<file path="config.mk">
export PLATFORM = sky130hd
export DESIGN_NAME = top
export DESIGN_NICKNAME = d
export VERILOG_FILES = /design/src/hdl/board_pkg.sv /design/src/hdl/top.sv
export SDC_FILE = /design/constraint.sdc
export NUM_CORES = 1
export LEC_CHECK = 0
export BUFFER_PORTS_ARGS = -buffer_cell sky130_fd_sc_hd__clkbuf_2
export CORE_MARGIN = 1
export CORE_UTILIZATION = 59
export CTS_BUF_LIST = sky130_fd_sc_hd__clkbuf_8
export DETAILED_ROUTE_END_ITERATION = 8
export PLACE_DENSITY = 0.81
export SYNTH_ARGS = -nofsm -noshare
export SYNTH_HDL_FRONTEND = slang
export SYNTH_SLANG_ARGS = --single-unit
</file>
<file path="constraint.sdc">
create_clock -name clk -period 6.4 [get_ports clk]
set_input_delay 1.28 -clock clk [delete_from_list [all_inputs] [get_ports clk]]
set_output_delay 1.28 -clock clk [all_outputs]
set_load 0.02 [all_outputs]
</file>
<file path="src/hdl/board_pkg.sv">
package board_pkg;

    // ------------------------------------------------------------------------
    // Board and display resources

    localparam int clk_mhz     = 125;  // Main clock frequency
    localparam int w_key       = 4;    // Buttons on the board
    localparam int w_sw        = 4;    // Switches on the board
    localparam int w_led       = 4;    // LEDs on the board
    localparam int w_gpio      = 8;    // Pmod connector

    localparam int w_key_tm    = 8;    // TM1638 keys
    localparam int w_led_tm    = 8;    // TM1638 LEDs
    localparam int w_digit_tm  = 8;    // TM1638 digits

    // Board and module signals overlap, so the wider of the two wins
    localparam int w_key_top   = w_key_tm   > w_key ? w_key_tm : w_key;
    localparam int w_led_top   = w_led_tm   > w_led ? w_led_tm : w_led;
    localparam int w_digit_top = w_digit_tm;  // Board has no digits of its own

    // ------------------------------------------------------------------------
    // Serial bus timing and TM1638 commands

    localparam int sio_half_period = clk_mhz / 2;  // Clocks per half sio_clk period
    localparam int w_sio_timer     = $clog2(sio_half_period);

    localparam logic [7:0] cmd_write_auto = 8'h40;  // Write data, address auto-increment
    localparam logic [7:0] cmd_addr_zero  = 8'hC0;  // Start at display address 0
    localparam logic [7:0] cmd_display_on = 8'h8F;  // Display on, full brightness
    localparam logic [7:0] cmd_read_keys  = 8'h42;  // Read key scan data

    typedef logic [7:0]               seg_t;
    typedef logic [w_key_top   - 1:0] key_vec_t;
    typedef logic [w_led_top   - 1:0] led_vec_t;
    typedef logic [w_digit_top - 1:0] digit_vec_t;
    typedef logic [31:0]              count_t;

endpackage
</file>
<file path="src/hdl/top.sv">
module top (
    input  logic                          clk,
    input  logic                          arst_n,
    input  board_pkg::key_vec_t           key,
    input  logic [board_pkg::w_sw - 2:0]  sw,
    output board_pkg::led_vec_t           led,
    output board_pkg::seg_t               abcdefgh,
    output board_pkg::digit_vec_t         digit
);

    import board_pkg::*;

    key_vec_t    key_r;
    key_vec_t    key_rise;
    count_t      count;
    logic [10:0] refresh;        // Upper bits pick the digit, 256 clocks each
    logic [2:0]  digit_idx;
    logic [3:0]  nibble;

    // ------------------------------------------------------------------------
    // Press counter

    assign key_rise = key & ~key_r;

    always_ff @(posedge clk or negedge arst_n) begin
        if (!arst_n) begin
            key_r <= '0;
            count <= '0;
        end else begin
            key_r <= key;
            if (key_rise[1])
                count <= '0;                      // Clear wins over the others
            else if (key_rise[0])
                count <= count + count_t'(1);
            else if (key_rise[2])
                count <= count + count_t'(sw);    // Add switch value
        end
    end

    assign led = count[w_led_top - 1:0];

    // ------------------------------------------------------------------------
    // Digit scan and hex decoder

    always_ff @(posedge clk or negedge arst_n) begin
        if (!arst_n)
            refresh <= '0;
        else
            refresh <= refresh + 11'd1;
    end

    assign digit_idx = refresh[10:8];
    assign nibble    = count[{digit_idx, 2'b00} +: 4];  // Digit 0 is the low nibble

    always_comb begin
        digit            = '0;
        digit[digit_idx] = 1'b1;
    end

    always_comb begin
        case (nibble)        // abcdefgh, point always off
            4'h0:    abcdefgh = 8'b1111_1100;
            4'h1:    abcdefgh = 8'b0110_0000;
            4'h2:    abcdefgh = 8'b1101_1010;
            4'h3:    abcdefgh = 8'b1111_0010;
            4'h4:    abcdefgh = 8'b0110_0110;
            4'h5:    abcdefgh = 8'b1011_0110;
            4'h6:    abcdefgh = 8'b1011_1110;
            4'h7:    abcdefgh = 8'b1110_0000;
            4'h8:    abcdefgh = 8'b1111_1110;
            4'h9:    abcdefgh = 8'b1111_0110;
            4'hA:    abcdefgh = 8'b1110_1110;
            4'hB:    abcdefgh = 8'b0011_1110;
            4'hC:    abcdefgh = 8'b1001_1100;
            4'hD:    abcdefgh = 8'b0111_1010;
            4'hE:    abcdefgh = 8'b1001_1110;
            default: abcdefgh = 8'b1000_1110;   // F
        endcase
    end

endmodule

</file>
=== Word-level counts from Yosys, hierarchy flattened ===
Memories as Yosys holds them, arrays and structs flattened.
Cells that the tools add are included.

* Muxes and demuxes: 5
* Add/sub/neg operators: 3
* Reductions and logical operators: 2
* Magnitude comparators: 2
* Bitwise logic cells: 2
* Shift operators: 1

{| class="wikitable"
|+ Operator list
! cell !! count
|-
| 2-to-1 mux 32 bit || 3
|-
| adder 32 x 1 -> 32 bit, second input constant || 1
|-
| adder 32 x 3 -> 32 bit || 1
|-
| variable part select 32 x 6 -> 4 bit || 1
|-
| adder 11 x 1 -> 11 bit, second input constant || 1
|-
| < comparator 3 x 4 -> 1 bit, second input constant || 1
|-
| bitwise AND 3 bit || 1
|-
| demux 1 bit (select 3 bit) || 1
|-
| greater-or-equal comparator 3 x 1 -> 1 bit, second input constant || 1
|-
| NOT 3 bit || 1
|-
| nonzero test 3 bit || 1
|-
| logical AND 1 bit || 1
|-
| 2-to-1 mux 1 bit || 1
|}

* Memories kept: 1
* Register bits: 46
* Bits in read-only memories: 112

{| class="wikitable"
|+ Memories
! name !! depth !! bits a word !! rd ports !! clocked after Yosys merged registers in !! write ports !! line !! source
|-
| (name not given) || 16 || 7 || 1 || 0 || 0 || top.sv:61 || <nowiki>case (nibble)</nowiki>
|}

=== Longest topological paths before layout ===
* Depth in word-level cells: 5
* Mapped depth: 10
* Mapped depth without buffers: 10

=== Least setup slack after synthesis ===
Ideal clock, no wire load.

* Path kind: register -> output
* Start: register refresh[8]
* End: output port abcdefgh[6]
* Arrival time: 2.307 ns
* Path buffers: 1
* Slack: 2.813 ns
* Required time: 5.120 ns
* Stages on the path, launching flop included: 11
* Cell sequence: dfrtp_1 -> clkbuf_1 -> mux2i_1 -> a2bb2oi_1 -> nor2_1 -> a221o_1 -> inv_1 -> ha_1 -> nand2_1 -> a21oi_1 -> a21oi_1

* Longest elaborated chain between the ends: 2

{| class="wikitable"
|+ Ends and longest elaborated chain
! element !! line !! source
|-
| from (decl) || top.sv:16 || <nowiki>logic [10:0] refresh;</nowiki>
|-
| from (signal assigned) || top.sv:49 || <nowiki>refresh <= refresh + 11'd1;</nowiki>
|-
| variable part select 32 x 6 -> 4 bit || top.sv:53 || <nowiki>assign nibble = count[{digit_idx, 2'b00} +: 4];</nowiki>
|-
| memory (16 x 7 bit) || -- ||
|-
| to (decl) || top.sv:7 || <nowiki>output board_pkg::seg_t abcdefgh,</nowiki>
|}

No other way between the ends.

=== Worst setup path in the final report ===
* Start: register refresh[8]
* End: output port abcdefgh[7]

The elaborated chain is that of the path after synthesis.

==> metrics.cfg <==
[worst_setup_path]
cp_cell_sequence=mux4_2 > mux2i_1 > nor2b_1 > a22o_1 > a21oi_1 > clkbuf_2
critPathLaunchType=flop
regToRegSetupSlack_ns=3.62
cp_max_fo=22
crit_slowest_cell=dfrtp_1
cpPeakStageDelay_ns=0.86
crit_type=flop to output port
r2r_end=count[18]$_DFFE_PN0P_
crit_path_end_kind=output port
r2r-start=key_r[0]$_DFF_PN0_
reg2regPathDepth=10
cp_data_required_time_ns=5.12
crit_arrival_ns=3.29

[logic_synthesis]
synth_common_cells=46 x dfrtp_1, 33 x nand2_1, 21 x a21oi_1
synth-xor-area-share=0.0546
synth_top_area_share=0.377
syn-cell-area_um2=3050
ys_seq_area_frac=0.377
synthMuxAreaShare=0.0677
synth_cell_types=61
synth_area_leaders=dfrtp_1 38%, ha_1 4.5%, nand2_1 4.1%
synth.avg_cell_area_um2=9.53
yosysMostFrequentCell=dfrtp_1
ys_async_sr_fraction=1.00
synth_fa_ha_area_frac=0.0517
synth_warnings=0
syn_nets=345
synth-edff-count=0
ys_ff_latch=46
synth_top_family_by_area=simple AND/OR/NAND/NOR gates
synth_top_area_cell=dfrtp_1
ys.flop_type=dfrtp_1
synth_compound_area_frac=0.118
synthesis.instances=320
yosys.area_share.simple=0.263

[final_layout]
nets=360
layout-drive-gt1-share=0.182
fin_util=0.665
area_growth_pct=5.74
n_antenna_cell=0

[power_and_ir_drop]
clock_power_share=0.226
p_comb_frac=0.373
sw_frac_of_total=0.376
seqPwrFrac=0.401
report.power.total_mw=0.811
peakVddDrop_v=0.000135
p_sw_mw=0.305
power_density_nw_per_um2=251
p_leak_nw=1.46
intPower_mw=0.506

[timing]
hold_viol=0
slew_viol_final=0
slew_headroom=0.345
fin_hold_ws_ns=0.471
fmax_ghz=0.219
setup_tns_ns=0
clock_skew_ns=0.00514
layout_min_cycle_time_ns=4.57
finalCritPeriodShare=0.714
rsz0062_at_grt=no
setup_ws_ns=1.83
setup_viol=0
tightest_slew_ns=0.955

[floorplan]
dieArea_um2=5460
die_width_um=73.9
core.rowCount=25
ioPinCount=37
die_h_um=73.9
core-area_um2=4850
start_util=0.629

[clock_network]
cts_tree=yes
numCtsBuffers=5
clock_latency_ns=0.30
cts_root_buf=clkbuf_8
h-tree-depth=2
post-cts-setup-buffers=0
clock_path_buffers=2
cts_hold_buf=0
clk_pin_slew_ns=0.08
cts.sinks=46
cts_resized=0

[global_routing]
track_usage=0.244
grt_max_degree=47
grt_pass1_wl_um=10100
grt_pass1_vias=2158
grt_antenna_before_repair=0
overflow=0

[detailed_routing]
drc_errors=0
drt-initial-drc-count=170
routedWlPerCell_um=14.7
num_vias=2377
wl_um=5930
via_per_inst=5.90
final_antenna_net_count=0
dr.pass1.iters=5

[worst_hold_path]
min-delay-start=refresh[5]$_DFF_PN0_
holdPathStages=1
hold_path.class=flop to flop
whs_endpoint=refresh[5]$_DFF_PN0_

[placed_design]
hpwl_um=4170
port_buffers=30
preCtsSetupSlack_ns=2.17
gp_congestion=0.773

[job]
max_cap_violations=0

[status]
status=complete, no violations

cell usage in the layout, fill, tap and decap left out, types with 3 or more instances in the layout:
| cell | n |
|---|---|
| mux4_2 | 4 |
| inv_1 | 11 |
| ha_1 | 11 |
| mux2i_1 | 8 |
| nor2_1 | 20 |
| o31ai_1 | 8 |
| or4_1 | 8 |
| dfrtp_1 | 46 |
| or3_1 | 10 |
| and3_1 | 5 |
| xor2_1 | 11 |
| and2_1 | 3 |
| xnor2_1 | 8 |
| nand2_1 | 33 |
| nand3_1 | 15 |
| nor3_1 | 4 |
| o21ai_0 | 13 |
| clkbuf_2 | 30 |
| clkbuf_8 | 6 |
| nand4_1 | 7 |
| nand2b_1 | 3 |
| nor2b_1 | 4 |
| a21oi_1 | 21 |
per-stage QoR:
step,instance area (µm²),std cells
after CTS,3230,403
after floorplan,3050,320
after global placement,3130,395
after detailed placement,3130,395
after global routing,3230,403
final,3230,403
per-layer routing:
metal  share of wire  track usage
met5               0            0
met4           0.012       0.0769
met3           0.044       0.0316
met2            0.47        0.392
met1            0.48        0.342
power by group through the flow:
| stage | clock network, mW | registers, mW | logic, mW |
|---|---|---|---|
| 5_1_grt | 0.196 | 0.328 | 0.337 |
| 4_1_cts | 0.188 | 0.326 | 0.302 |
| 6_report | 0.183 | 0.325 | 0.302 |
| 3_5_place_dp | 0 | 0.331 | 0.301 |
| 2_1_floorplan | 0 | 0.323 | 0.247 |
| 3_3_place_gp | 0 | 0.331 | 0.296 |
flip-flops by register name (all words and copies together), names as in the netlist:
name / cells
count: 32
key_r: 3
refresh: 11
critical path, delay by kind of cell (launching register included):
kind            cells  cell delay, ns
compound gates      2            0.40
buf+inv             1            0.18
flops               1            0.86
mux                 2            1.33
simple gates        1            0.22
worst max path at each step:
stage | depth (start not counted) | endpoint | start
after detailed placement | 6 | abcdefgh[7] | refresh[8]$_DFF_PN0_
after global placement | 6 | abcdefgh[7] | refresh[8]$_DFF_PN0_
final | 6 | abcdefgh[7] | refresh[8]$_DFF_PN0_
after floorplan | 10 | abcdefgh[6] | refresh[8]$_DFF_PN0_
after CTS | 6 | abcdefgh[7] | refresh[8]$_DFF_PN0_
after global routing | 6 | abcdefgh[7] | refresh[8]$_DFF_PN0_
kinds of logic after synthesis:
kind of cell | Yosys count
xor gates and xnor gates | 19
AOI/OAI and AO/OA | 58
DFF | 46
other | 1
buffers and inverters | 34
adders and majority gates | 12
and+or+nand+nor | 135
muxes | 15
final cells by class:
type | count | area [µm²]
Timing Repair Buffer | 32 | 165
Clock buffer | 6 | 82.6
Clock inverter | 2 | 8.76
Sequential cell | 46 | 1150
Multi-Input combinational cell | 240 | 1700
Tap cell | 67 | 83.8
Fill cell | 387 | 1620
Inverter | 10 | 37.5
No activity file was read; power rests on OpenSTA's default activity.
