**src/hdl/board_pkg.sv**
```systemverilog
package board_pkg;

    // ------------------------------------------------------------------------
    // Board and display resources

    localparam int clk_mhz     = 125;  // Main clock frequency
    localparam int w_key       = 4;    // Buttons on the board
    localparam int w_sw        = 4;    // Switches on the board
    localparam int w_led       = 4;    // LEDs on the board
    localparam int w_gpio      = 8;    // Pmod connector

    localparam int w_key_tm    = 8;    // TM1638 keys
    localparam int w_led_tm    = 8;    // TM1638 LEDs
    localparam int w_digit_tm  = 8;    // TM1638 digits

    // Board and module signals overlap, so the wider of the two wins
    localparam int w_key_top   = w_key_tm   > w_key ? w_key_tm : w_key;
    localparam int w_led_top   = w_led_tm   > w_led ? w_led_tm : w_led;
    localparam int w_digit_top = w_digit_tm;  // Board has no digits of its own

    // ------------------------------------------------------------------------
    // Serial bus timing and TM1638 commands

    localparam int sio_half_period = clk_mhz / 2;  // Clocks per half sio_clk period
    localparam int w_sio_timer     = $clog2(sio_half_period);

    localparam logic [7:0] cmd_write_auto = 8'h40;  // Write data, address auto-increment
    localparam logic [7:0] cmd_addr_zero  = 8'hC0;  // Start at display address 0
    localparam logic [7:0] cmd_display_on = 8'h8F;  // Display on, full brightness
    localparam logic [7:0] cmd_read_keys  = 8'h42;  // Read key scan data

    typedef logic [7:0]               seg_t;
    typedef logic [w_key_top   - 1:0] key_vec_t;
    typedef logic [w_led_top   - 1:0] led_vec_t;
    typedef logic [w_digit_top - 1:0] digit_vec_t;
    typedef logic [31:0]              count_t;

endpackage
```
**src/hdl/tm1638_board_controller.sv**
```systemverilog
module tm1638_board_controller (
    input  logic                    clk,
    input  logic                    arst_n,
    input  board_pkg::seg_t         hgfedcba,
    input  board_pkg::digit_vec_t   digit,
    input  board_pkg::led_vec_t     ledr,
    input  logic                    sio_data_in,
    output board_pkg::key_vec_t     keys,
    output logic                    sio_clk,
    output logic                    sio_stb,
    output logic                    sio_data_out,
    output logic                    sio_data_oe
);

    import board_pkg::*;

    typedef enum logic [2:0] {
        idle,
        strobe_low,
        shift_out,
        shift_in,
        strobe_gap
    } sio_state_t;

    sio_state_t               state;
    logic [w_sio_timer - 1:0] timer;
    logic                     tick;
    logic                     phase;     // 0 while sio_clk is low, 1 while high
    logic [2:0]               bit_cnt;
    logic [4:0]               byte_idx;  // 24 bytes per frame
    logic [4:0]               disp_idx;
    logic                     txn_end;
    logic                     byte_done;
    logic [7:0]               tx_byte;
    logic [7:0]               rx_byte;
    key_vec_t                 key_acc;
    seg_t                     seg_r [w_digit_top];

    // ------------------------------------------------------------------------
    // Digit capture

    always_ff @(posedge clk) begin
        for (int i = 0; i < w_digit_top; i++) begin
            if (digit[i])
                seg_r[i] <= hgfedcba;
        end
    end

    // ------------------------------------------------------------------------
    // Half-period timer

    assign tick = (timer == w_sio_timer'(sio_half_period - 1));

    always_ff @(posedge clk or negedge arst_n) begin
        if (!arst_n)
            timer <= '0;
        else if (tick)
            timer <= '0;
        else
            timer <= timer + w_sio_timer'(1);
    end

    // ------------------------------------------------------------------------
    // Frame layout
    // 0 write cmd | 1 address cmd, 2..17 display | 18 display on | 19 read cmd, 20..23 keys

    assign txn_end   = (byte_idx == 5'd0)  || (byte_idx == 5'd17) ||
                       (byte_idx == 5'd18) || (byte_idx == 5'd23);
    assign byte_done = tick && phase && (bit_cnt == 3'd7);
    assign disp_idx  = byte_idx - 5'd2;

    always_comb begin
        tx_byte = 8'h00;
        case (byte_idx)
            5'd0:    tx_byte = cmd_write_auto;
            5'd1:    tx_byte = cmd_addr_zero;
            5'd18:   tx_byte = cmd_display_on;
            5'd19:   tx_byte = cmd_read_keys;
            default: begin
                if (byte_idx <= 5'd17) begin  // Segment byte, then LED byte per digit
                    if (disp_idx[0])
                        tx_byte = {7'b0, ledr[disp_idx[3:1]]};
                    else
                        tx_byte = seg_r[disp_idx[3:1]];
                end
            end
        endcase
    end

    // ------------------------------------------------------------------------
    // Bus FSM

    always_ff @(posedge clk or negedge arst_n) begin
        if (!arst_n) begin
            state    <= idle;
            phase    <= 1'b0;
            bit_cnt  <= '0;
            byte_idx <= '0;
        end else if (tick) begin
            case (state)
                idle:       state <= strobe_low;
                strobe_low: state <= shift_out;   // Every transaction opens with a command
                shift_out, shift_in: begin
                    phase <= ~phase;
                    if (phase) begin
                        bit_cnt <= bit_cnt + 3'd1;  // Wraps to 0 after bit 7
                        if (bit_cnt == 3'd7) begin
                            if (txn_end) begin
                                state <= strobe_gap;
                            end else begin
                                byte_idx <= byte_idx + 5'd1;
                                state    <= (byte_idx >= 5'd19) ? shift_in : shift_out;
                            end
                        end
                    end
                end
                strobe_gap: begin
                    byte_idx <= (byte_idx == 5'd23) ? 5'd0 : byte_idx + 5'd1;
                    state    <= strobe_low;
                end
                default:    state <= idle;
            endcase
        end
    end

    // ------------------------------------------------------------------------
    // Key readback

    always_ff @(posedge clk) begin
        if (tick && (state == shift_in) && !phase)
            rx_byte <= {sio_data_in, rx_byte[7:1]};   // Sampled as sio_clk rises, LSB first
        if (byte_done && (state == shift_in)) begin
            key_acc[byte_idx[1:0]]         <= rx_byte[0];  // Bytes 20..23 map to 0..3
            key_acc[{1'b1, byte_idx[1:0]}] <= rx_byte[4];
        end
    end

    always_ff @(posedge clk or negedge arst_n) begin
        if (!arst_n)
            keys <= '0;
        else if ((state == strobe_gap) && (timer == '0) && (byte_idx == 5'd23))
            keys <= key_acc;   // First cycle after the read strobe rises
    end

    // ------------------------------------------------------------------------
    // Bus pins

    assign sio_stb      = (state == idle) || (state == strobe_gap);
    assign sio_clk      = !(((state == shift_out) || (state == shift_in)) && !phase);
    assign sio_data_oe  = (state == shift_out);
    assign sio_data_out = tx_byte[bit_cnt];

endmodule

```
**config.mk**
```make
export PLATFORM = sky130hd
export DESIGN_NAME = tm1638_board_controller
export DESIGN_NICKNAME = d
export VERILOG_FILES = /design/src/hdl/board_pkg.sv /design/src/hdl/tm1638_board_controller.sv
export SDC_FILE = /design/constraint.sdc
export NUM_CORES = 1
export LEC_CHECK = 0
export BUFFER_PORTS_ARGS = -buffer_cell sky130_fd_sc_hd__buf_4
export CAP_MARGIN = 40
export CORE_MARGIN = 1.5
export CORE_UTILIZATION = 35
export CTS_CLUSTER_DIAMETER = 120
export DETAILED_ROUTE_END_ITERATION = 8
export REMOVE_ABC_BUFFERS = 1
export SLEW_MARGIN = 10
export SYNTH_ARGS = -nofsm -noshare
export SYNTH_HDL_FRONTEND = slang
export SYNTH_SLANG_ARGS = --single-unit
```
**constraint.sdc**
```tcl
create_clock -name clk -period 5.1 [get_ports clk]
set_input_delay 0.51 -clock clk [delete_from_list [all_inputs] [get_ports clk]]
set_output_delay 0.51 -clock clk [all_outputs]
set_load 0.005 [all_outputs]
```
After elaboration in Yosys (flattened, before gate mapping) --
Memories as Yosys holds them, arrays and structs flattened. Index checks and enable logic that the tools add are counted.
Word-level totals: register bits after elaboration 42, bits in writable memories 64, bits of input ports 27, output and inout bits 12, word-level logic and storage cells 103, memories kept 1
Operators by class: add/subtract/negate cells 4, $lt $le $gt $ge 8, eq/ne operators 14, muxes and demuxes 40, bitwise operators 1, reductions and logical operators 27
Memories:
- seg_r | depth 8, width 8, rd ports 1, clocked after memory_dff 0, write ports 8, RTL line tm1638_board_controller.sv:37 | seg_t seg_r [w_digit_top];
Operators with widths (count):
- 8-bit one-hot mux with 4 select lines | 1
- 1-bit 2-to-1 mux | 21
- 5-bit equality test (second input constant) | 4
- 5-bit 2-to-1 mux | 4
- 8-bit bitwise mux | 2
- 8-bit 2-to-1 mux | 2
- 3-bit by 4-bit < comparator with 1-bit output (second input constant) | 3
- 1-bit logical AND | 10
- 5-bit one-hot mux with 2 select lines | 1
- 3-bit 2-to-1 mux | 3
- 3-bit one-hot mux with 3 select lines | 1
- 6-bit by 1-bit adder with 6-bit output (second input constant) | 1
- 1-bit binary-select mux with 3-bit select | 2
- 3-bit by 2-bit equality test with 1-bit output (second input constant) | 2
- 3-bit equality test (second input constant) | 2
- 6-bit equality test (second input constant) | 1
- 6-bit zero test | 1
- 6-bit 2-to-1 mux | 1
- 2-bit != test (second input constant) | 3
- 3-bit AND reduction | 2
- 5-bit by 1-bit adder with 5-bit output (second input constant) | 1
- 5-bit by 1-bit equality test with 1-bit output (second input constant) | 1
- 5-bit >= comparator (second input constant) | 1
- 5-bit less-or-equal comparator (second input constant) | 1
- other kinds (16) | 23

Longest topological paths before layout --
word-level depth 8, depth in mapped cells 12, gate-level depth less buffers 8

Worst setup path before layout --
OpenSTA, ideal clock, no wires.
kind reg-to-output, from register byte_idx[1], to output sio_data_out, arrival time 2495 ps, required time 4590 ps, slack 2095 ps, cell stages (with the launch flop) 13, path buffers 4, path through dfrtp_1 buf_6 buf_6 inv_1 ha_1 buf_2 buf_2 mux4_2 nand4_1 a31oi_1 a31oi_1 a311oi_1 o32a_1
Between the ends: word-level cells in the longest chain between the ends 8, elaborated cells on any way between the ends 14, classes of those cells add/sub (1); order compare (1); eq/ne (3); mux (7); reduce/logical (1); memory (1)
RTL lines:
- start: declaration | RTL line tm1638_board_controller.sv:30 | logic [4:0] byte_idx;
- start signal: assignment | RTL line tm1638_board_controller.sv:111 | byte_idx <= byte_idx + 5'd1;
- start signal: assignment | RTL line tm1638_board_controller.sv:118 | byte_idx <= (byte_idx == 5'd23) ? 5'd0 : byte_idx + 5'd1;
- 4-bit by 2-bit subtractor with 4-bit output | RTL line tm1638_board_controller.sv:70 | assign disp_idx = byte_idx - 5'd2;
- 1-bit binary-select mux with 3-bit select | RTL line tm1638_board_controller.sv:82 | tx_byte = {7'b0, ledr[disp_idx[3:1]]};
- 1-bit 2-to-1 mux (not written as such) | RTL line tm1638_board_controller.sv:82
- 8-bit 2-to-1 mux | RTL line tm1638_board_controller.sv:81 | if (disp_idx[0])
- 8-bit 2-to-1 mux | RTL line tm1638_board_controller.sv:80 | if (byte_idx <= 5'd17) begin
- 8-bit one-hot mux with 4 select lines * | RTL line tm1638_board_controller.sv:74 | case (byte_idx)
- 1-bit binary-select mux with 3-bit select * | RTL line tm1638_board_controller.sv:151 | assign sio_data_out = tx_byte[bit_cnt];
- 1-bit 2-to-1 mux (not written as such) * | RTL line tm1638_board_controller.sv:151
- end: declaration | RTL line tm1638_board_controller.sv:11 | output logic sio_data_out,
Every way passes the cells marked *; elsewhere a longest branch is shown, timed or not. The select of a mux whose other input is x is not followed.

Final worst setup path --
Same ends and word-level chain as after synthesis.

==> summary.md <==
| Metric | Value |
|---|---|
| Top cells by count, synth | `edfxtp_1 (80), nand2_1 (29), dfrtp_1 (26), nor2_1 (18), mux4_2 (16)` |
| Crit-path slowest cell | `ha_1` |
| Crit path from | `byte_idx[1]` |
| Synth-to-Final Area Change | `15.7%` |
| Final count of hold timing violations | `0` |
| Layout cells sized above 1 | `24.8%` |
| Gr usage total | `13.1%` |
| Top cells by area, synth | `edfxtp_1 (52%), dfrtp_1 (14%), mux4_2 (7.8%)` |
| Fillers | `1188` |
| CTS max path bufs | `2` |
| CTS sink count | `106` |
| Status | `finished, final reports clean` |
| Worst path required time | `4.59 ns` |
| Post-CTS setup buffer count | `0` |
| Vias in the first global route | `2699` |
| Post-CTS resize count | `0` |
| Area after DPL | `5040 µm²` |
| Largest stage delay on the critical path | `0.80 ns` |
| Core Area | `12700 µm²` |
| Main synth FF type | `edfxtp_1` |
| Top-count cell post-synth | `edfxtp_1` |
| Netlist Area Pre-Place | `4590 µm²` |
| I/O pins | `39` |
| Final net count | `379` |
| Seq cells post-synth | `106` |
| Max FO, Critical Path | `21` |
| Top-area cell type share of the netlist area | `52.3%` |
| Reg2reg setup slack | `2.31 ns` |
| Initial Util | `36.1%` |
| Clk pin slew, worst setup/hold paths | `0.07 ns` |
| Seq/Total Area, Yosys | `66.5%` |
| Post-Route WL | `8570 µm` |
| Largest net degree at the start of global routing | `27` |
| Leakage power | `1.99 nW` |
| DR vias | `2601` |
| Port buffer count | `38` |
| RSZ-0062 raised after global routing | `no` |
| Routability cong. | `0.758` |
| Syn Area/Cell | `15.3 µm²` |
| First-pass GRT wire length | `14000 µm` |
| R2R cell count | `9` |
| Remaining antenna violation count | `0` |
| EDFF count, synth | `80` |
| Worst-Skew Late Latency | `0.34 ns` |
| # setup viols final | `0` |
| PD cells | `318 nW/µm²` |
| Die W | `118 µm` |
| H-tree Lvls | `3` |
| Max frequency | `0.248 GHz` |
| Final Cell Area | `5320 µm²` |
| Max Transition Viols Final | `0` |
| Worst r2r src | `byte_idx[1]` |
| Crit path cell chain | `buf_4, inv_1, ha_1, mux4_2, mux4_2, nand4_1, nand2_1, o32a_1, buf_4` |
| Drt drc | `0` |
| Final core area utilization | `41.8%` |
| Cts bufs inserted | `9` |
| Hold_buf cts | `0` |
| Wire per inst | `16.6 µm` |
| DR pass1 iterations | `4` |
| Chip Height | `118 µm` |
| Worst-Margin Slew | `0.863 ns` |
| CTS tree | `yes` |
| Vias/cell | `5.05` |
| Synth area leader | `edfxtp_1` |
| Fin crit period | `4.03 ns` |
| Type of origin of the critical path | `flip-flop` |
| Post-synthesis cell count | `301` |
| Hold Path Class | `in2async` |
| Crit. End Element | `output port` |
| Yosys warns | `0` |
| Gr ovfl total | `0` |
| Final setup TNS | `0 ns` |
| Num rows | `41` |
| Yosys cell types | `44` |
| Root Driver | `clkbuf_16` |
| Antenna violations before repair | `0` |
| 1st-iter DRT viols | `163` |
| Die area | `13800 µm²` |
| Crit Path Category | `reg2out` |
| FFs w/ async S/R, synth | `24.5%` |
| Dpl hpwl | `5830 µm` |
| Worst IR Drop VDD | `0.240 mV` |
| Worst slew margin | `42.4%` |
| WP data arrival | `3.52 ns` |
| Period utilization | `79.1%` |
| Ant. Diodes | `0` |
| Clock skew | `0.00294 ns` |
| Max_cap viols | `0` |
-- logic make-up after synthesis --
family | after synthesis | share of synthesized area [%]
DFF | 106 | 66.5
and+or+nand+nor | 94 | 10.2
muxes | 33 | 11.9
AOI/OAI and AO/OA | 25 | 3.92
buffers and inverters | 22 | 2.32
adders and majority gates | 13 | 3.54
xor gates and xnor gates | 8 | 1.69
-- stage by stage --
stage	worst slack, ns	total power [mW]	instances	hold slack [ns]
5_1_grt	0.820	1.75	515	0.0857
4_1_cts	0.985	1.71	515	0.0718
3_5_place_dp	1.36	1.06	500	0.405
2_1_floorplan	1.59	1.02	288	0.214
6_report	1.07	1.69	515	0.0687
3_3_place_gp	1.45	1.06	499	0.407
-- metal layers --
metal	track usage (%)	vias to the layer above	routed length [µm]
li1	-	1219	-
met1	15.7	1322	3650
met2	23.5	51	4550
met3	3.34	9	287
met4	3.73	0	90
met5	0	-	0
-- state kept, by name, indices dropped and copies added, names as in the netlist --
register	cells
bit_cnt	3
byte_idx	5
key_acc	8
keys	8
phase	1
rx_byte	8
seg_r	64
state	3
timer	6
-- area by class of cell --
type | instances | area, µm² | share of cell area [%]
Sequential cell | 106 | 3050 | 57.4
Clock buffer | 9 | 225 | 4.24
Clock inverter | 6 | 48.8 | 0.918
Timing Repair Buffer | 40 | 300 | 5.65
Multi-Input combinational cell | 173 | 1440 | 27.1
Inverter | 9 | 33.8 | 0.635
Tap cell | 172 | 215 | 4.05
-- path summary, 6_finish.rpt --
kind / end
max: sio_data_out
min: timer[4]
max reg2reg: byte_idx[0]
min reg2reg: rx_byte[6]
max in group asynchronous: keys[2]
min in group clk: rx_byte[7]
-- power breakdown --
part           internal, mW  switching, mW  total [mW]  leakage (nW)
Combinational        0.0283         0.0307      0.0590         0.746
Clock                 0.335          0.311       0.646         0.132
Sequential            0.973         0.0110       0.984          1.11
-- cells in the final DEF, fill, tap and decap left out, drive strengths merged, types with 2 or more instances in the layout --
cell type	n
a21oi	5
a31oi	3
a32oi	3
and2	11
and3	5
buf	40
clkbuf	9
clkinv	2
dfrtp	26
edfxtp	80
ha	13
inv	12
mux2	12
mux2i	5
mux4	16
nand2	29
nand3	11
nand4	7
nor2	18
nor3	3
nor4	2
nor4b	3
o21ai	3
o31ai	2
xnor2	5
xor2	3
-- critical path, delay by kind of cell (launching register included) --
kind	cells	cell delay, ns
AND/OR/NAND/NOR	2	0.16
flip-flops	1	0.32
multiplexers	2	0.91
adder cells (fa/ha/maj)	1	0.80
AO/OA/AOI/OAI	1	0.30
buffers and inverters	3	0.67
No activity file was read; power rests on OpenSTA's default activity.
